$ cat src/eu_reg_pkg.sv
//////////////////////////////////////////////////
// Event unit register map
// Word offsets of the core registers and the
// encodings of the decoded register writes
//////////////////////////////////////////////////
package eu_reg_pkg;

  // word offsets inside the core register group
  localparam logic [3:0] REG_EVT_MASK          = 4'h0;
  localparam logic [3:0] REG_EVT_MASK_CLR      = 4'h1;
  localparam logic [3:0] REG_EVT_MASK_SET      = 4'h2;
  localparam logic [3:0] REG_IRQ_MASK          = 4'h3;
  localparam logic [3:0] REG_IRQ_MASK_CLR      = 4'h4;
  localparam logic [3:0] REG_IRQ_MASK_SET      = 4'h5;
  localparam logic [3:0] REG_CLK_STATUS        = 4'h6;
  localparam logic [3:0] REG_BUFFER            = 4'h7;
  localparam logic [3:0] REG_BUFFER_MASKED     = 4'h8;
  localparam logic [3:0] REG_BUFFER_IRQ_MASKED = 4'h9;
  localparam logic [3:0] REG_BUFFER_CLEAR      = 4'ha;
  localparam logic [3:0] REG_WAIT              = 4'he;
  localparam logic [3:0] REG_WAIT_CLEAR        = 4'hf;

  // how the written data is combined with the old value
  typedef enum logic [1:0] {
    WR_LOAD,
    WR_CLEAR,
    WR_SET
  } wr_mode_t;

  // register touched by a write
  typedef enum logic [1:0] {
    T_EVT_MASK,
    T_IRQ_MASK,
    T_BUF_CLR
  } reg_target_t;

endpackage

$ cat src/eu_core_pkg.sv
//////////////////////////////////////////////////
// Event unit core definitions
// Widths, bus structs, decoded register write
// and the states of the core clock FSM
//////////////////////////////////////////////////
package eu_core_pkg;

  localparam int unsigned DATA_W     = 32;
  localparam int unsigned ADDR_W     = 8;
  localparam int unsigned NB_EVT_MAX = 32;

  // fast direct link request, wen high means read
  typedef struct packed {
    logic              req;
    logic              wen;
    logic [ADDR_W-1:0] add;
    logic [DATA_W-1:0] wdata;
  } bus_req_t;

  typedef struct packed {
    logic              gnt;
    logic              r_valid;
    logic [DATA_W-1:0] r_rdata;
  } bus_rsp_t;

  // one accepted register write, valid for a single cycle
  typedef struct packed {
    logic                    valid;
    eu_reg_pkg::reg_target_t target;
    eu_reg_pkg::wr_mode_t    mode;
    logic [DATA_W-1:0]       data;
  } reg_wr_t;

  typedef enum logic [2:0] {
    ACTIVE,
    SLEEP,
    WAKEUP,
    WAKEUP_DEL,
    WAKEUP_IRQ,
    IRQ_WHILE_SLEEP
  } clk_state_t;

endpackage

$ cat src/eu_bus_port.sv
//////////////////////////////////////////////////
// Event unit bus port
// Decodes fast link accesses into register writes
// and wait requests, returns the read data
//////////////////////////////////////////////////
`timescale 1ns/10ps

module eu_bus_port (
  input  logic                           clk_i,
  input  logic                           rst_ni,
  input  eu_core_pkg::bus_req_t          bus_req_i,
  output eu_core_pkg::bus_rsp_t          bus_rsp_o,
  input  logic                           allow_gnt_i,
  output eu_core_pkg::reg_wr_t           reg_wr_o,
  output logic                           sleep_req_o,
  output logic                           is_clear_o,
  input  logic [eu_core_pkg::DATA_W-1:0] evt_mask_i,
  input  logic [eu_core_pkg::DATA_W-1:0] irq_mask_i,
  input  logic [eu_core_pkg::DATA_W-1:0] buffer_i,
  input  logic [eu_core_pkg::DATA_W-1:0] buffer_masked_i,
  input  logic [eu_core_pkg::DATA_W-1:0] buffer_irq_masked_i,
  input  logic                           clock_en_i
);

  logic       grp_zero;
  logic [3:0] offs;
  logic       is_wait;
  logic       accept;

  // access kept for the response cycle
  logic                           rvalid_q;
  logic                           rd_q;
  logic [eu_core_pkg::ADDR_W-1:0] add_q;
  logic [eu_core_pkg::DATA_W-1:0] rdata;

  assign grp_zero = (bus_req_i.add[eu_core_pkg::ADDR_W-1:4] == '0);
  assign offs     = bus_req_i.add[3:0];

  assign is_wait     = grp_zero & ((offs == eu_reg_pkg::REG_WAIT) |
                                   (offs == eu_reg_pkg::REG_WAIT_CLEAR));
  assign is_clear_o  = grp_zero & (offs == eu_reg_pkg::REG_WAIT_CLEAR);
  assign sleep_req_o = bus_req_i.req & bus_req_i.wen & is_wait;

  // only a wait read can see the grant withheld
  assign accept = bus_req_i.req & allow_gnt_i;

  assign bus_rsp_o.gnt     = accept;
  assign bus_rsp_o.r_valid = rvalid_q;
  assign bus_rsp_o.r_rdata = rdata;

  always_comb begin
    reg_wr_o      = '0;
    reg_wr_o.data = bus_req_i.wdata;
    if (accept && !bus_req_i.wen && grp_zero) begin
      reg_wr_o.valid = 1'b1;
      case (offs)
        eu_reg_pkg::REG_EVT_MASK: begin
          reg_wr_o.target = eu_reg_pkg::T_EVT_MASK;
          reg_wr_o.mode   = eu_reg_pkg::WR_LOAD;
        end
        eu_reg_pkg::REG_EVT_MASK_CLR: begin
          reg_wr_o.target = eu_reg_pkg::T_EVT_MASK;
          reg_wr_o.mode   = eu_reg_pkg::WR_CLEAR;
        end
        eu_reg_pkg::REG_EVT_MASK_SET: begin
          reg_wr_o.target = eu_reg_pkg::T_EVT_MASK;
          reg_wr_o.mode   = eu_reg_pkg::WR_SET;
        end
        eu_reg_pkg::REG_IRQ_MASK: begin
          reg_wr_o.target = eu_reg_pkg::T_IRQ_MASK;
          reg_wr_o.mode   = eu_reg_pkg::WR_LOAD;
        end
        eu_reg_pkg::REG_IRQ_MASK_CLR: begin
          reg_wr_o.target = eu_reg_pkg::T_IRQ_MASK;
          reg_wr_o.mode   = eu_reg_pkg::WR_CLEAR;
        end
        eu_reg_pkg::REG_IRQ_MASK_SET: begin
          reg_wr_o.target = eu_reg_pkg::T_IRQ_MASK;
          reg_wr_o.mode   = eu_reg_pkg::WR_SET;
        end
        eu_reg_pkg::REG_BUFFER_CLEAR: begin
          reg_wr_o.target = eu_reg_pkg::T_BUF_CLR;
          reg_wr_o.mode   = eu_reg_pkg::WR_CLEAR;
        end
        // writes to read-only offsets are dropped
        default: reg_wr_o.valid = 1'b0;
      endcase
    end
  end

  always_ff @(posedge clk_i or negedge rst_ni) begin
    if (!rst_ni) begin
      rvalid_q <= 1'b0;
      rd_q     <= 1'b0;
      add_q    <= '0;
    end else begin
      rvalid_q <= accept;
      rd_q     <= accept & bus_req_i.wen;
      if (accept) begin
        add_q <= bus_req_i.add;
      end
    end
  end

  // read data in the response cycle, zero for writes
  always_comb begin
    rdata = '0;
    if (rd_q && (add_q[eu_core_pkg::ADDR_W-1:4] == '0)) begin
      case (add_q[3:0])
        eu_reg_pkg::REG_EVT_MASK:          rdata = evt_mask_i;
        eu_reg_pkg::REG_IRQ_MASK:          rdata = irq_mask_i;
        eu_reg_pkg::REG_CLK_STATUS:        rdata[0] = clock_en_i;
        eu_reg_pkg::REG_BUFFER:            rdata = buffer_i;
        eu_reg_pkg::REG_BUFFER_MASKED:     rdata = buffer_masked_i;
        eu_reg_pkg::REG_BUFFER_IRQ_MASKED: rdata = buffer_irq_masked_i;
        eu_reg_pkg::REG_WAIT:              rdata = buffer_masked_i;
        eu_reg_pkg::REG_WAIT_CLEAR:        rdata = buffer_masked_i;
        default:                           rdata = '0;
      endcase
    end
  end

endmodule

$ cat src/eu_event_regs.sv
//////////////////////////////////////////////////
// Event unit registers
// Event mask, irq mask and the event buffer
//////////////////////////////////////////////////
`timescale 1ns/10ps

module eu_event_regs #(
  parameter int unsigned NB_EVT = 32
) (
  input  logic                               clk_i,
  input  logic                               rst_ni,
  input  eu_core_pkg::reg_wr_t               reg_wr_i,
  input  logic                               clear_masked_i,
  input  logic [eu_core_pkg::NB_EVT_MAX-1:0] evt_lines_i,
  input  logic                               irq_ack_i,
  input  logic [4:0]                         irq_ack_id_i,
  output logic [eu_core_pkg::DATA_W-1:0]     evt_mask_o,
  output logic [eu_core_pkg::DATA_W-1:0]     irq_mask_o,
  output logic [eu_core_pkg::DATA_W-1:0]     buffer_o,
  output logic [eu_core_pkg::DATA_W-1:0]     buffer_masked_o,
  output logic [eu_core_pkg::DATA_W-1:0]     buffer_irq_masked_o,
  output logic                               evt_pending_o
);

  // lines above NB_EVT never get stored
  localparam logic [eu_core_pkg::DATA_W-1:0] USED_MASK =
    {eu_core_pkg::DATA_W{1'b1}} >> (eu_core_pkg::DATA_W - NB_EVT);

  logic [eu_core_pkg::DATA_W-1:0] evt_mask_q, evt_mask_d;
  logic [eu_core_pkg::DATA_W-1:0] irq_mask_q, irq_mask_d;
  logic [eu_core_pkg::DATA_W-1:0] buffer_q, buffer_d;
  logic [eu_core_pkg::DATA_W-1:0] buffer_base;
  logic [eu_core_pkg::DATA_W-1:0] ack_onehot;

  function automatic logic [eu_core_pkg::DATA_W-1:0] apply_wr(
    input logic [eu_core_pkg::DATA_W-1:0] old_val,
    input eu_reg_pkg::wr_mode_t           mode,
    input logic [eu_core_pkg::DATA_W-1:0] data
  );
    case (mode)
      eu_reg_pkg::WR_CLEAR: return old_val & ~data;
      eu_reg_pkg::WR_SET:   return old_val | data;
      default:              return data;
    endcase
  endfunction

  assign ack_onehot = irq_ack_i ?
                      ({{(eu_core_pkg::DATA_W-1){1'b0}}, 1'b1} << irq_ack_id_i) : '0;

  always_comb begin
    evt_mask_d  = evt_mask_q;
    irq_mask_d  = irq_mask_q;
    buffer_base = buffer_q;
    if (reg_wr_i.valid) begin
      case (reg_wr_i.target)
        eu_reg_pkg::T_EVT_MASK:
          evt_mask_d = apply_wr(evt_mask_q, reg_wr_i.mode, reg_wr_i.data) & USED_MASK;
        eu_reg_pkg::T_IRQ_MASK:
          irq_mask_d = apply_wr(irq_mask_q, reg_wr_i.mode, reg_wr_i.data) & USED_MASK;
        eu_reg_pkg::T_BUF_CLR:
          buffer_base = buffer_q & ~reg_wr_i.data;
        default: buffer_base = buffer_q;
      endcase
    end
    // wait_clear wins over a buffer-clear write in the same cycle
    if (clear_masked_i) begin
      buffer_base = buffer_q & ~evt_mask_q;
    end
    buffer_d = (buffer_base | (evt_lines_i & USED_MASK)) & ~ack_onehot;
  end

  always_ff @(posedge clk_i or negedge rst_ni) begin
    if (!rst_ni) begin
      evt_mask_q <= '0;
      irq_mask_q <= '0;
      buffer_q   <= '0;
    end else begin
      evt_mask_q <= evt_mask_d;
      irq_mask_q <= irq_mask_d;
      buffer_q   <= buffer_d;
    end
  end

  assign evt_mask_o          = evt_mask_q;
  assign irq_mask_o          = irq_mask_q;
  assign buffer_o            = buffer_q;
  assign buffer_masked_o     = buffer_q & evt_mask_q;
  assign buffer_irq_masked_o = buffer_q & irq_mask_q;
  assign evt_pending_o       = |buffer_masked_o;

endmodule

$ cat src/eu_irq_sel.sv
//////////////////////////////////////////////////
// Event unit interrupt select
// Highest pending irq id and registered request
//////////////////////////////////////////////////
`timescale 1ns/10ps

module eu_irq_sel #(
  parameter int unsigned NB_EVT = 32
) (
  input  logic                           clk_i,
  input  logic                           rst_ni,
  input  logic [eu_core_pkg::DATA_W-1:0] buffer_irq_masked_i,
  input  logic                           irq_block_i,
  output logic                           irq_pending_o,
  output logic                           irq_req_o,
  output logic [4:0]                     irq_id_o
);

  logic irq_req_q;

  assign irq_pending_o = |buffer_irq_masked_i[NB_EVT-1:0];

  // later hits overwrite earlier ones, so the highest bit wins
  always_comb begin
    irq_id_o = '0;
    for (int i = 0; i < NB_EVT; i++) begin
      if (buffer_irq_masked_i[i]) begin
        irq_id_o = 5'(i);
      end
    end
  end

  always_ff @(posedge clk_i or negedge rst_ni) begin
    if (!rst_ni) begin
      irq_req_q <= 1'b0;
    end else begin
      irq_req_q <= irq_pending_o & ~irq_block_i;
    end
  end

  assign irq_req_o = irq_req_q;

endmodule

$ cat src/eu_sleep_fsm.sv
//////////////////////////////////////////////////
// Event unit core clock FSM
// Gates the core clock on wait reads and wakes
// it on masked events or interrupts
//////////////////////////////////////////////////
`timescale 1ns/10ps

module eu_sleep_fsm (
  input  logic clk_i,
  input  logic rst_ni,
  input  logic sleep_req_i,
  input  logic is_clear_i,
  input  logic evt_pending_i,
  input  logic irq_pending_i,
  input  logic irq_req_i,
  input  logic core_busy_i,
  output logic allow_gnt_o,
  output logic clear_masked_o,
  output logic irq_block_o,
  output logic clock_en_o
);

  eu_core_pkg::clk_state_t state_q, state_d;
  logic                    clear_d, clear_q;

  // hold back a new irq while a wait read is being served
  assign irq_block_o = sleep_req_i & ~irq_req_i &
                       ((state_q == eu_core_pkg::ACTIVE) ||
                        (state_q == eu_core_pkg::WAKEUP) ||
                        (state_q == eu_core_pkg::WAKEUP_DEL));

  always_comb begin
    state_d     = state_q;
    clock_en_o  = 1'b1;
    allow_gnt_o = 1'b1;
    clear_d     = 1'b0;

    case (state_q)
      eu_core_pkg::ACTIVE: begin
        if (sleep_req_i) begin
          if (irq_req_i) begin
            state_d = eu_core_pkg::IRQ_WHILE_SLEEP;
          end else if (evt_pending_i) begin
            // event already there, serve the wait at once
            clear_d = is_clear_i;
          end else begin
            allow_gnt_o = 1'b0;
            if (!core_busy_i) begin
              state_d = eu_core_pkg::SLEEP;
            end
          end
        end
      end
      eu_core_pkg::SLEEP: begin
        clock_en_o  = 1'b0;
        allow_gnt_o = 1'b0;
        if (irq_pending_i) begin
          clock_en_o = 1'b1;
          state_d    = eu_core_pkg::WAKEUP_IRQ;
        end else if (evt_pending_i) begin
          state_d = eu_core_pkg::WAKEUP;
        end
      end
      eu_core_pkg::WAKEUP_IRQ: begin
        state_d = eu_core_pkg::IRQ_WHILE_SLEEP;
      end
      eu_core_pkg::WAKEUP: begin
        if (is_clear_i) begin
          clear_d = 1'b1;
          // extra cycle so the clear lands before the next wait
          state_d = eu_core_pkg::WAKEUP_DEL;
        end else begin
          state_d = eu_core_pkg::ACTIVE;
        end
      end
      eu_core_pkg::WAKEUP_DEL: begin
        if (sleep_req_i) begin
          allow_gnt_o = 1'b0;
        end
        state_d = eu_core_pkg::ACTIVE;
      end
      eu_core_pkg::IRQ_WHILE_SLEEP: begin
        // wait for the core to replay its wait read
        if (sleep_req_i && !irq_pending_i) begin
          if (evt_pending_i) begin
            clear_d = is_clear_i;
            state_d = eu_core_pkg::WAKEUP;
          end else begin
            allow_gnt_o = 1'b0;
            if (!core_busy_i) begin
              state_d = eu_core_pkg::SLEEP;
            end
          end
        end
      end
      default: begin
        state_d = eu_core_pkg::ACTIVE;
      end
    endcase
  end

  always_ff @(posedge clk_i or negedge rst_ni) begin
    if (!rst_ni) begin
      state_q <= eu_core_pkg::ACTIVE;
      clear_q <= 1'b0;
    end else begin
      state_q <= state_d;
      clear_q <= clear_d;
    end
  end

  assign clear_masked_o = clear_q;

endmodule

$ cat src/eu_top.sv
//////////////////////////////////////////////////
// Event unit top
// Per-core event buffer, interrupts and clock gating
//////////////////////////////////////////////////
`timescale 1ns/10ps

module eu_top #(
  parameter int unsigned NB_EVT = 32
) (
  input  logic                               clk_i,
  input  logic                               rst_ni,
  input  eu_core_pkg::bus_req_t              bus_req_i,
  output eu_core_pkg::bus_rsp_t              bus_rsp_o,
  input  logic [eu_core_pkg::NB_EVT_MAX-1:0] evt_lines_i,
  output logic                               irq_req_o,
  output logic [4:0]                         irq_id_o,
  input  logic                               irq_ack_i,
  input  logic [4:0]                         irq_ack_id_i,
  input  logic                               core_busy_i,
  output logic                               core_clock_en_o
);

  eu_core_pkg::reg_wr_t reg_wr;

  logic [eu_core_pkg::DATA_W-1:0] evt_mask;
  logic [eu_core_pkg::DATA_W-1:0] irq_mask;
  logic [eu_core_pkg::DATA_W-1:0] buffer;
  logic [eu_core_pkg::DATA_W-1:0] buffer_masked;
  logic [eu_core_pkg::DATA_W-1:0] buffer_irq_masked;

  logic sleep_req, is_clear, allow_gnt;
  logic clear_masked, irq_block;
  logic evt_pending, irq_pending;

  eu_bus_port i_bus_port (
    .clk_i               (clk_i),
    .rst_ni              (rst_ni),
    .bus_req_i           (bus_req_i),
    .bus_rsp_o           (bus_rsp_o),
    .allow_gnt_i         (allow_gnt),
    .reg_wr_o            (reg_wr),
    .sleep_req_o         (sleep_req),
    .is_clear_o          (is_clear),
    .evt_mask_i          (evt_mask),
    .irq_mask_i          (irq_mask),
    .buffer_i            (buffer),
    .buffer_masked_i     (buffer_masked),
    .buffer_irq_masked_i (buffer_irq_masked),
    .clock_en_i          (core_clock_en_o)
  );

  eu_event_regs #(
    .NB_EVT (NB_EVT)
  ) i_event_regs (
    .clk_i               (clk_i),
    .rst_ni              (rst_ni),
    .reg_wr_i            (reg_wr),
    .clear_masked_i      (clear_masked),
    .evt_lines_i         (evt_lines_i),
    .irq_ack_i           (irq_ack_i),
    .irq_ack_id_i        (irq_ack_id_i),
    .evt_mask_o          (evt_mask),
    .irq_mask_o          (irq_mask),
    .buffer_o            (buffer),
    .buffer_masked_o     (buffer_masked),
    .buffer_irq_masked_o (buffer_irq_masked),
    .evt_pending_o       (evt_pending)
  );

  eu_irq_sel #(
    .NB_EVT (NB_EVT)
  ) i_irq_sel (
    .clk_i               (clk_i),
    .rst_ni              (rst_ni),
    .buffer_irq_masked_i (buffer_irq_masked),
    .irq_block_i         (irq_block),
    .irq_pending_o       (irq_pending),
    .irq_req_o           (irq_req_o),
    .irq_id_o            (irq_id_o)
  );

  eu_sleep_fsm i_sleep_fsm (
    .clk_i          (clk_i),
    .rst_ni         (rst_ni),
    .sleep_req_i    (sleep_req),
    .is_clear_i     (is_clear),
    .evt_pending_i  (evt_pending),
    .irq_pending_i  (irq_pending),
    .irq_req_i      (irq_req_o),
    .core_busy_i    (core_busy_i),
    .allow_gnt_o    (allow_gnt),
    .clear_masked_o (clear_masked),
    .irq_block_o    (irq_block),
    .clock_en_o     (core_clock_en_o)
  );

endmodule

$ cat config.mk
export PLATFORM = sky130hd
export DESIGN_NAME = eu_top
export DESIGN_NICKNAME = d
export VERILOG_FILES = /design/src/eu_reg_pkg.sv /design/src/eu_core_pkg.sv /design/src/eu_bus_port.sv /design/src/eu_event_regs.sv /design/src/eu_irq_sel.sv /design/src/eu_sleep_fsm.sv /design/src/eu_top.sv
export SDC_FILE = /design/constraint.sdc
export NUM_CORES = 1
export LEC_CHECK = 0
export ABC_AREA = 0
export BUFFER_PORTS_ARGS = -buffer_cell sky130_fd_sc_hd__buf_2
export CORE_UTILIZATION = 45
export DETAILED_ROUTE_END_ITERATION = 10
export PLACE_DENSITY_LB_ADDON = 0.08
export SYNTH_ARGS = -nofsm -noshare
export SYNTH_HDL_FRONTEND = slang
export SYNTH_SLANG_ARGS = --single-unit
$ cat constraint.sdc
create_clock -name clk_i -period 7.5 [get_ports clk_i]
set_clock_uncertainty 0.1 [all_clocks]
set_input_delay 1.125 -clock clk_i [delete_from_list [all_inputs] [get_ports clk_i]]
set_output_delay 1.125 -clock clk_i [all_outputs]
set_load 0.05 [all_outputs]
# Word level (Yosys, flattened, before mapping)
# Cells that the tools add are included.
[op_classes]
n_eq_ne = 28
n_shift = 1
n_mux = 67
bitwise_logic = 25
n_reduce_logical = 21
[op_table]
columns = ["op", "count"]
rows = [
  ["$and A32 B32 Y32", 7],
  ["$mux W32", 5],
  ["$mux W5", 31],
  ["$pmux W31 S5", 1],
  ["$pmux W32 S2", 2],
  ["$not A32 Y32", 3],
  ["$or A32 B32 Y32", 3],
  ["$reduce_or A32 Y1", 2],
  ["$shl A1 B5 Y32 const A", 1],
  ["$eq A4 B4 Y1 const B", 7],
  ["$mux W3", 8],
  ["$pmux W4 S6", 1],
  ["$eq A4 B3 Y1 const B", 4],
  ["$logic_not A4 Y1", 4],
  ["$pmux W3 S5", 1],
  ["$mux W1", 14],
  ["$eq A4 B2 Y1 const B", 3],
  ["$and A1 B1 Y1", 9],
  ["$reduce_or A7 Y1", 1],
  ["$eq A3 B2 Y1 const B", 2],
  ["$eq A3 B3 Y1 const B", 2],
  ["$ne A3 B3 Y1 const B", 2],
  ["$pmux W1 S6", 1],
  ["$eq A2 B1 Y1 const B", 2],
  ["17 further kinds", 26],
]
[word_totals]
regBits = 111

# Longest topological paths before layout
[logic_depth]
ltp_word = 32
ltp_mapped = 18

# Hierarchy
# From an unflattened synthesis, not the netlist that was laid out.
[unflattened]
hier_cells = 926
hier_area_um2 = 7638.6
[by_module_without_submodules]
columns = ["module", "instances", "cells_per_inst", "area_each_um2"]
rows = [
  ["eu_event_regs", 1, 554, 4829.6],
  ["eu_bus_port", 1, 261, 2062.0],
  ["eu_sleep_fsm", 1, 46, 377.9],
  ["eu_irq_sel", 1, 65, 369.1],
]

# Least setup slack after synthesis
# OpenSTA, ideal clock, no wires.
[synth_path]
path_kind = "input port to flip-flop"
startpoint = "input port bus_req_i[37] (netlist bit)"
endpoint = "register i_event_regs.irq_mask_q, in the netlist i_event_regs.irq_mask_o[29]"
arrival_ps = 4283
required_time_ps = 7279
setup_slack_ps = 2996
stages = 18
n_path_buf = 5
cell_sequence = "or4_1 -> buf_2 -> nor3_4 -> a21oi_1 -> a2bb2oi_1 -> a21o_1 -> buf_2 -> nand2_2 -> buf_4 -> nor4_1 -> ha_1 -> nand2b_1 -> clkbuf_1 -> clkbuf_1 -> nor2_1 -> nor3_1 -> nand3_1 -> a22o_1"
[synth_via]
elab_chain_len = 12
elab_cells_between_ends = 17
cone_classes = "eq/ne: 3; mux: 6; bitwise: 3; reduce/logical: 5"
[synth_lines]
columns = ["item", "line_no", "text"]
rows = [
  ["start, declared", "eu_top.sv:12", "input eu_core_pkg::bus_req_t bus_req_i,"],
  ["$logic_not A4 Y1 *", "eu_bus_port.sv:36", "assign grp_zero = (bus_req_i.add[eu_core_pkg::ADDR_W-1:4] == '0);"],
  ["$and A1 B1 Y1", "eu_bus_port.sv:39", "assign is_wait = grp_zero & ((offs == eu_reg_pkg::REG_WAIT) |"],
  ["$and A1 B1 Y1", "eu_bus_port.sv:42", "assign sleep_req_o = bus_req_i.req & bus_req_i.wen & is_wait;"],
  ["$logic_and A1 B1 Y1", "eu_sleep_fsm.sv:84", "if (sleep_req_i && !irq_pending_i) begin"],
  ["$mux W1", "eu_sleep_fsm.sv:84", ""],
  ["$pmux W1 S4", "eu_sleep_fsm.sv:38", "case (state_q)"],
  ["$and A1 B1 Y1", "eu_bus_port.sv:45", "assign accept = bus_req_i.req & allow_gnt_i;"],
  ["$logic_and A1 B1 Y1", "eu_bus_port.sv:54", "if (accept && !bus_req_i.wen && grp_zero) begin"],
  ["$logic_and A1 B1 Y1 *", "eu_bus_port.sv:54", ""],
  ["$mux W5 *", "eu_bus_port.sv:54", ""],
  ["$eq A2 B2 Y1, or another cell as far along", "eu_event_regs.sv:40", "case (mode)"],
  ["$pmux W32 S2 or $reduce_and A2 Y1 (tied branches)", "-", ""],
  ["end signal, assigned", "eu_event_regs.sv:79", "irq_mask_q <= irq_mask_d;"],
  ["end, declared", "eu_event_regs.sv:30", "logic [eu_core_pkg::DATA_W-1:0] irq_mask_q, irq_mask_d;"],
]
# Mark *: on every way between the ends. The rest lies on a longest branch, timed or not.
# A chain may end at the register's enable or synchronous reset.

# Worst setup path in the final report
[layout_path]
startpoint = "input port bus_req_i[37] (netlist bit)"
endpoint = "register i_event_regs.evt_mask_q, in the netlist i_event_regs.evt_mask_o[29]"
[layout_via]
elab_chain_len = 12
elab_cells_between_ends = 17
cone_classes = "eq/ne: 2; mux: 6; bitwise: 3; reduce/logical: 6"
[layout_lines]
columns = ["item", "line_no", "text"]
rows = [
  ["$logic_not A4 Y1 *", "eu_bus_port.sv:36", ""],
  ["$and A1 B1 Y1", "eu_bus_port.sv:39", ""],
  ["$and A1 B1 Y1", "eu_bus_port.sv:42", ""],
  ["$logic_and A1 B1 Y1", "eu_sleep_fsm.sv:84", ""],
  ["$mux W1", "eu_sleep_fsm.sv:84", ""],
  ["$pmux W1 S4", "eu_sleep_fsm.sv:38", ""],
  ["$and A1 B1 Y1", "eu_bus_port.sv:45", ""],
  ["$logic_and A1 B1 Y1", "eu_bus_port.sv:54", ""],
  ["$logic_and A1 B1 Y1 *", "eu_bus_port.sv:54", ""],
  ["$mux W5 *", "eu_bus_port.sv:54", ""],
  ["$eq A2 B2 Y1, or another cell as far along", "eu_event_regs.sv:40", ""],
  ["$pmux W32 S2 or $reduce_and A2 Y1 (tied branches)", "-", ""],
  ["end signal, assigned", "eu_event_regs.sv:78", "evt_mask_q <= evt_mask_d;"],
  ["end, declared", "eu_event_regs.sv:29", "logic [eu_core_pkg::DATA_W-1:0] evt_mask_q, evt_mask_d;"],
]
# Marked as above.

==> results.md <==
* Outcome: complete, no violations
* Vias after detailed routing at 8,205
* Yosys warns at 0
* Core footprint at 16,700 µm²
* Yosys top cell by area: dfrtp_1
* Clock root buffer: clkbuf_16
* Die extent in y at 133 µm
* Yosys top cell area share at 35.8%
* Post-CTS Hold Buffers at 0
* Clk sinks at 111
* Pin slew with the least headroom to its limit at 1.16 ns
* Die area at 17,800 µm²
* Largest net degree at the start of global routing at 79
* Synth top cells by count: dfrtp_1, nand2_1, nor2_1, a21o_1, a22o_1
* Worst Setup End Kind: register
* RSZ-0062 raised after global routing: false
* CTS tree: built
* Net count after synthesis at 982
* Met1 Use GR at 46.5%
* Fillers at 1,642
* Relative slew slack at 22.5%
* Area growth from synthesis to layout at 13.2%
* MaxCap Viol Count at 0
* Dominant synthesized flop cell: dfrtp_1
* FFs w/ async S/R, synth at 100%
* Synth Area per Inst at 8.65 µm²
* RR Endpoint: i_event_regs.evt_mask_o[29]
* Vias in the first global route at 7,647
* #FFs+latches synth at 111
* Reg2Reg Depth at 14
* Hold Fails Final Rpt at 0
* Initial antenna violation count at 0
* First-pass DRT Iterations at 7
* Die X at 133 µm
* Post-route ant nets at 0
* Seq/Total Area, Yosys at 35.8%
* Post-synth EDFFs at 0
* Detail-routed net length per standard cell at 25.0 µm
* Post-DP HPWL at 18.9 mm
* Synthesized area at 7760 µm²
* FP Rows at 47
* GRT Util Overall at 33.7%
* DRC viols at 0
* Min Tclk post-route at 4.85 ns
* Power consumption at 0.00241 W
* Critical path class: input pin to register
* Hold crit path type: register to register
* Final WS setup at 2.65 ns
* CTS Buf Count at 9
* Worst Hold Path Cells at 1
* Post-Place Worst Slack at 2.32 ns
* Final WL at 29.8 mm
* Yosys cell types at 60
* Hold slack at 0.418 ns
* Layout cells sized above 1 at 19.8%
* Startpoint types: input pin
* VDD IR max at 0.000261 V
* Post-CTS sizing at 0
* Critical Path RT at 7.65 ns
* Gp weighted congestion at 0.906
* Slew Limit Fails at 0
* Final setup viols at 0
* Total negative slack at 0 ns
* Inserted Diodes at 0
* Final #Nets at 1,050
* Period utilization at 64.6%
* End-of-flow core utilization at 52.6%
* Reg-to-reg critical path startpoint: i_event_regs.buffer_o[16]
* Register-to-Register Setup Slack at 2.69 ns
* Post-Syn Instances at 897
* I/O Buffers at 123
* Clock-pin slew on the worst setup and hold paths at 0.07 ns
* Crit Path Max Fanout at 31
* Crit path DAT at 5.00 ns
* # Post-CTS Setup Buffers at 0
* Busiest grt layer: met2
* Top post-synthesis cells by area: dfrtp_1, a22o_1, a21o_1
* CTS Buffer Depth at 2
* Met3 Use GR at 6.28%
* P_leak at 3.89 nW
* H-tree depth at 3
* Met2 usage at 51.1%
* Power Dens Cells at 274 nW/µm²
* Fmax at 0.206 GHz
* Initial Util at 46.4%
* Worst Hold Endpoint: i_bus_port.add_q[4]
* Worst hold start: i_bus_port.add_q[4]
* Drt via density at 6.89
* First-pass GRT wire length at 45.3 mm
* Most frequent cell after synthesis: dfrtp_1
* Starting DRT DRC Count at 1,297
* Ports at 124
* Later-pin clock latency in the skew report at 0.36 ns
* Total grt overflow at 0
[metal layers]
layer / share of wire [%] / wire length, µm
met1: 42 / 12400
met3: 9.9 / 2950
met4: 3.6 / 1060
met5: 0 / 0
met2: 45 / 13400
[state kept, by name, summed over array words and instances, names as in the netlist]
name / cells
i_event_regs.buffer_o: 32
i_event_regs.evt_mask_o: 32
i_event_regs.irq_mask_o: 32
i_bus_port.add_q: 8
i_sleep_fsm.state_q: 3
i_bus_port.rd_q: 1
i_bus_port.rvalid_q: 1
i_irq_sel.irq_req_o: 1
i_sleep_fsm.clear_masked_o: 1
[power breakdown]
group          internal, W  total (W)  switching (W)
Clock             0.000293   0.000534       0.000242
Sequential        0.000670   0.000791       0.000121
Combinational     0.000357    0.00108       0.000726
[cell families after synthesis]
logic type / count (synthesis) / share of synthesized area (%)
AOI/OAI and AO/OA: 372 / 38.6
and+or+nand+nor: 312 / 18.7
DFF: 111 / 35.8
buffers and inverters: 89 / 5.02
muxes: 9 / 1.29
xor gates and xnor gates: 2 / 0.226
adders and majority gates: 2 / 0.323
[worst max-delay path, cell delays in order]
cell       delay (ns)
buf_2            0.11
or4_1            0.68
nor3_4           0.29
a21oi_1          0.10
a2bb2oi_1        0.16
a21o_2           0.22
nand2_2          0.17
nor4_1           0.08
ha_1             0.40
o21ai_2          0.06
buf_4            0.28
nor2_2           0.48
buf_4            0.36
o2111ai_1        0.15
a22o_1           0.28
[metrics by stage]
| stage | cell area, µm² | std cells |
|---|---|---|
| 2_1_floorplan | 7760 | 897 |
| 3_3_place_gp | 8470 | 1174 |
| 3_5_place_dp | 8470 | 1174 |
| 4_1_cts | 8780 | 1190 |
| 5_1_grt | 8780 | 1190 |
| 6_report | 8780 | 1190 |
[layout make-up]
cell class | instances | area [µm²] | share of cell area (%)
clock buffer | 10 | 229 | 2.61
clock inverter | 6 | 85.1 | 0.969
timing repair buffer | 140 | 746 | 8.49
tap | 220 | 275 | 3.14
inverter | 6 | 22.5 | 0.257
multi-input combinational | 697 | 4640 | 52.9
sequential | 111 | 2780 | 31.7
[worst max path at each step]
stage | from | end | slack (ns)
after floorplan | bus_req_i[37] | i_event_regs.irq_mask_o[29] | 3.00
after global placement | bus_req_i[37] | i_event_regs.evt_mask_o[29] | 2.40
after detailed placement | bus_req_i[37] | i_event_regs.evt_mask_o[29] | 2.32
after CTS | bus_req_i[37] | i_event_regs.evt_mask_o[29] | 2.70
after global routing | bus_req_i[37] | i_event_regs.evt_mask_o[7] | 2.36
final | bus_req_i[37] | i_event_regs.evt_mask_o[29] | 2.65
[cells in the final DEF, fill, tap and decap left out, types with 7 or more instances in the layout]
master and n:
a21o_1 65, a21oi_1 50, a222oi_1 33, a22o_1 66
a22oi_1 29, a2bb2oi_1 15, a31oi_1 8, a41oi_2 14
buf_2 122, buf_4 18, clkbuf_16 9, dfrtp_1 110
mux2_1 8, nand2_1 95, nand3_1 39, nand4_1 7
nor2_1 85, nor2b_1 7, nor3_1 39, o2111ai_1 30
o21ai_0 16, o31a_1 18
Power figures use the tool's default switching activity.
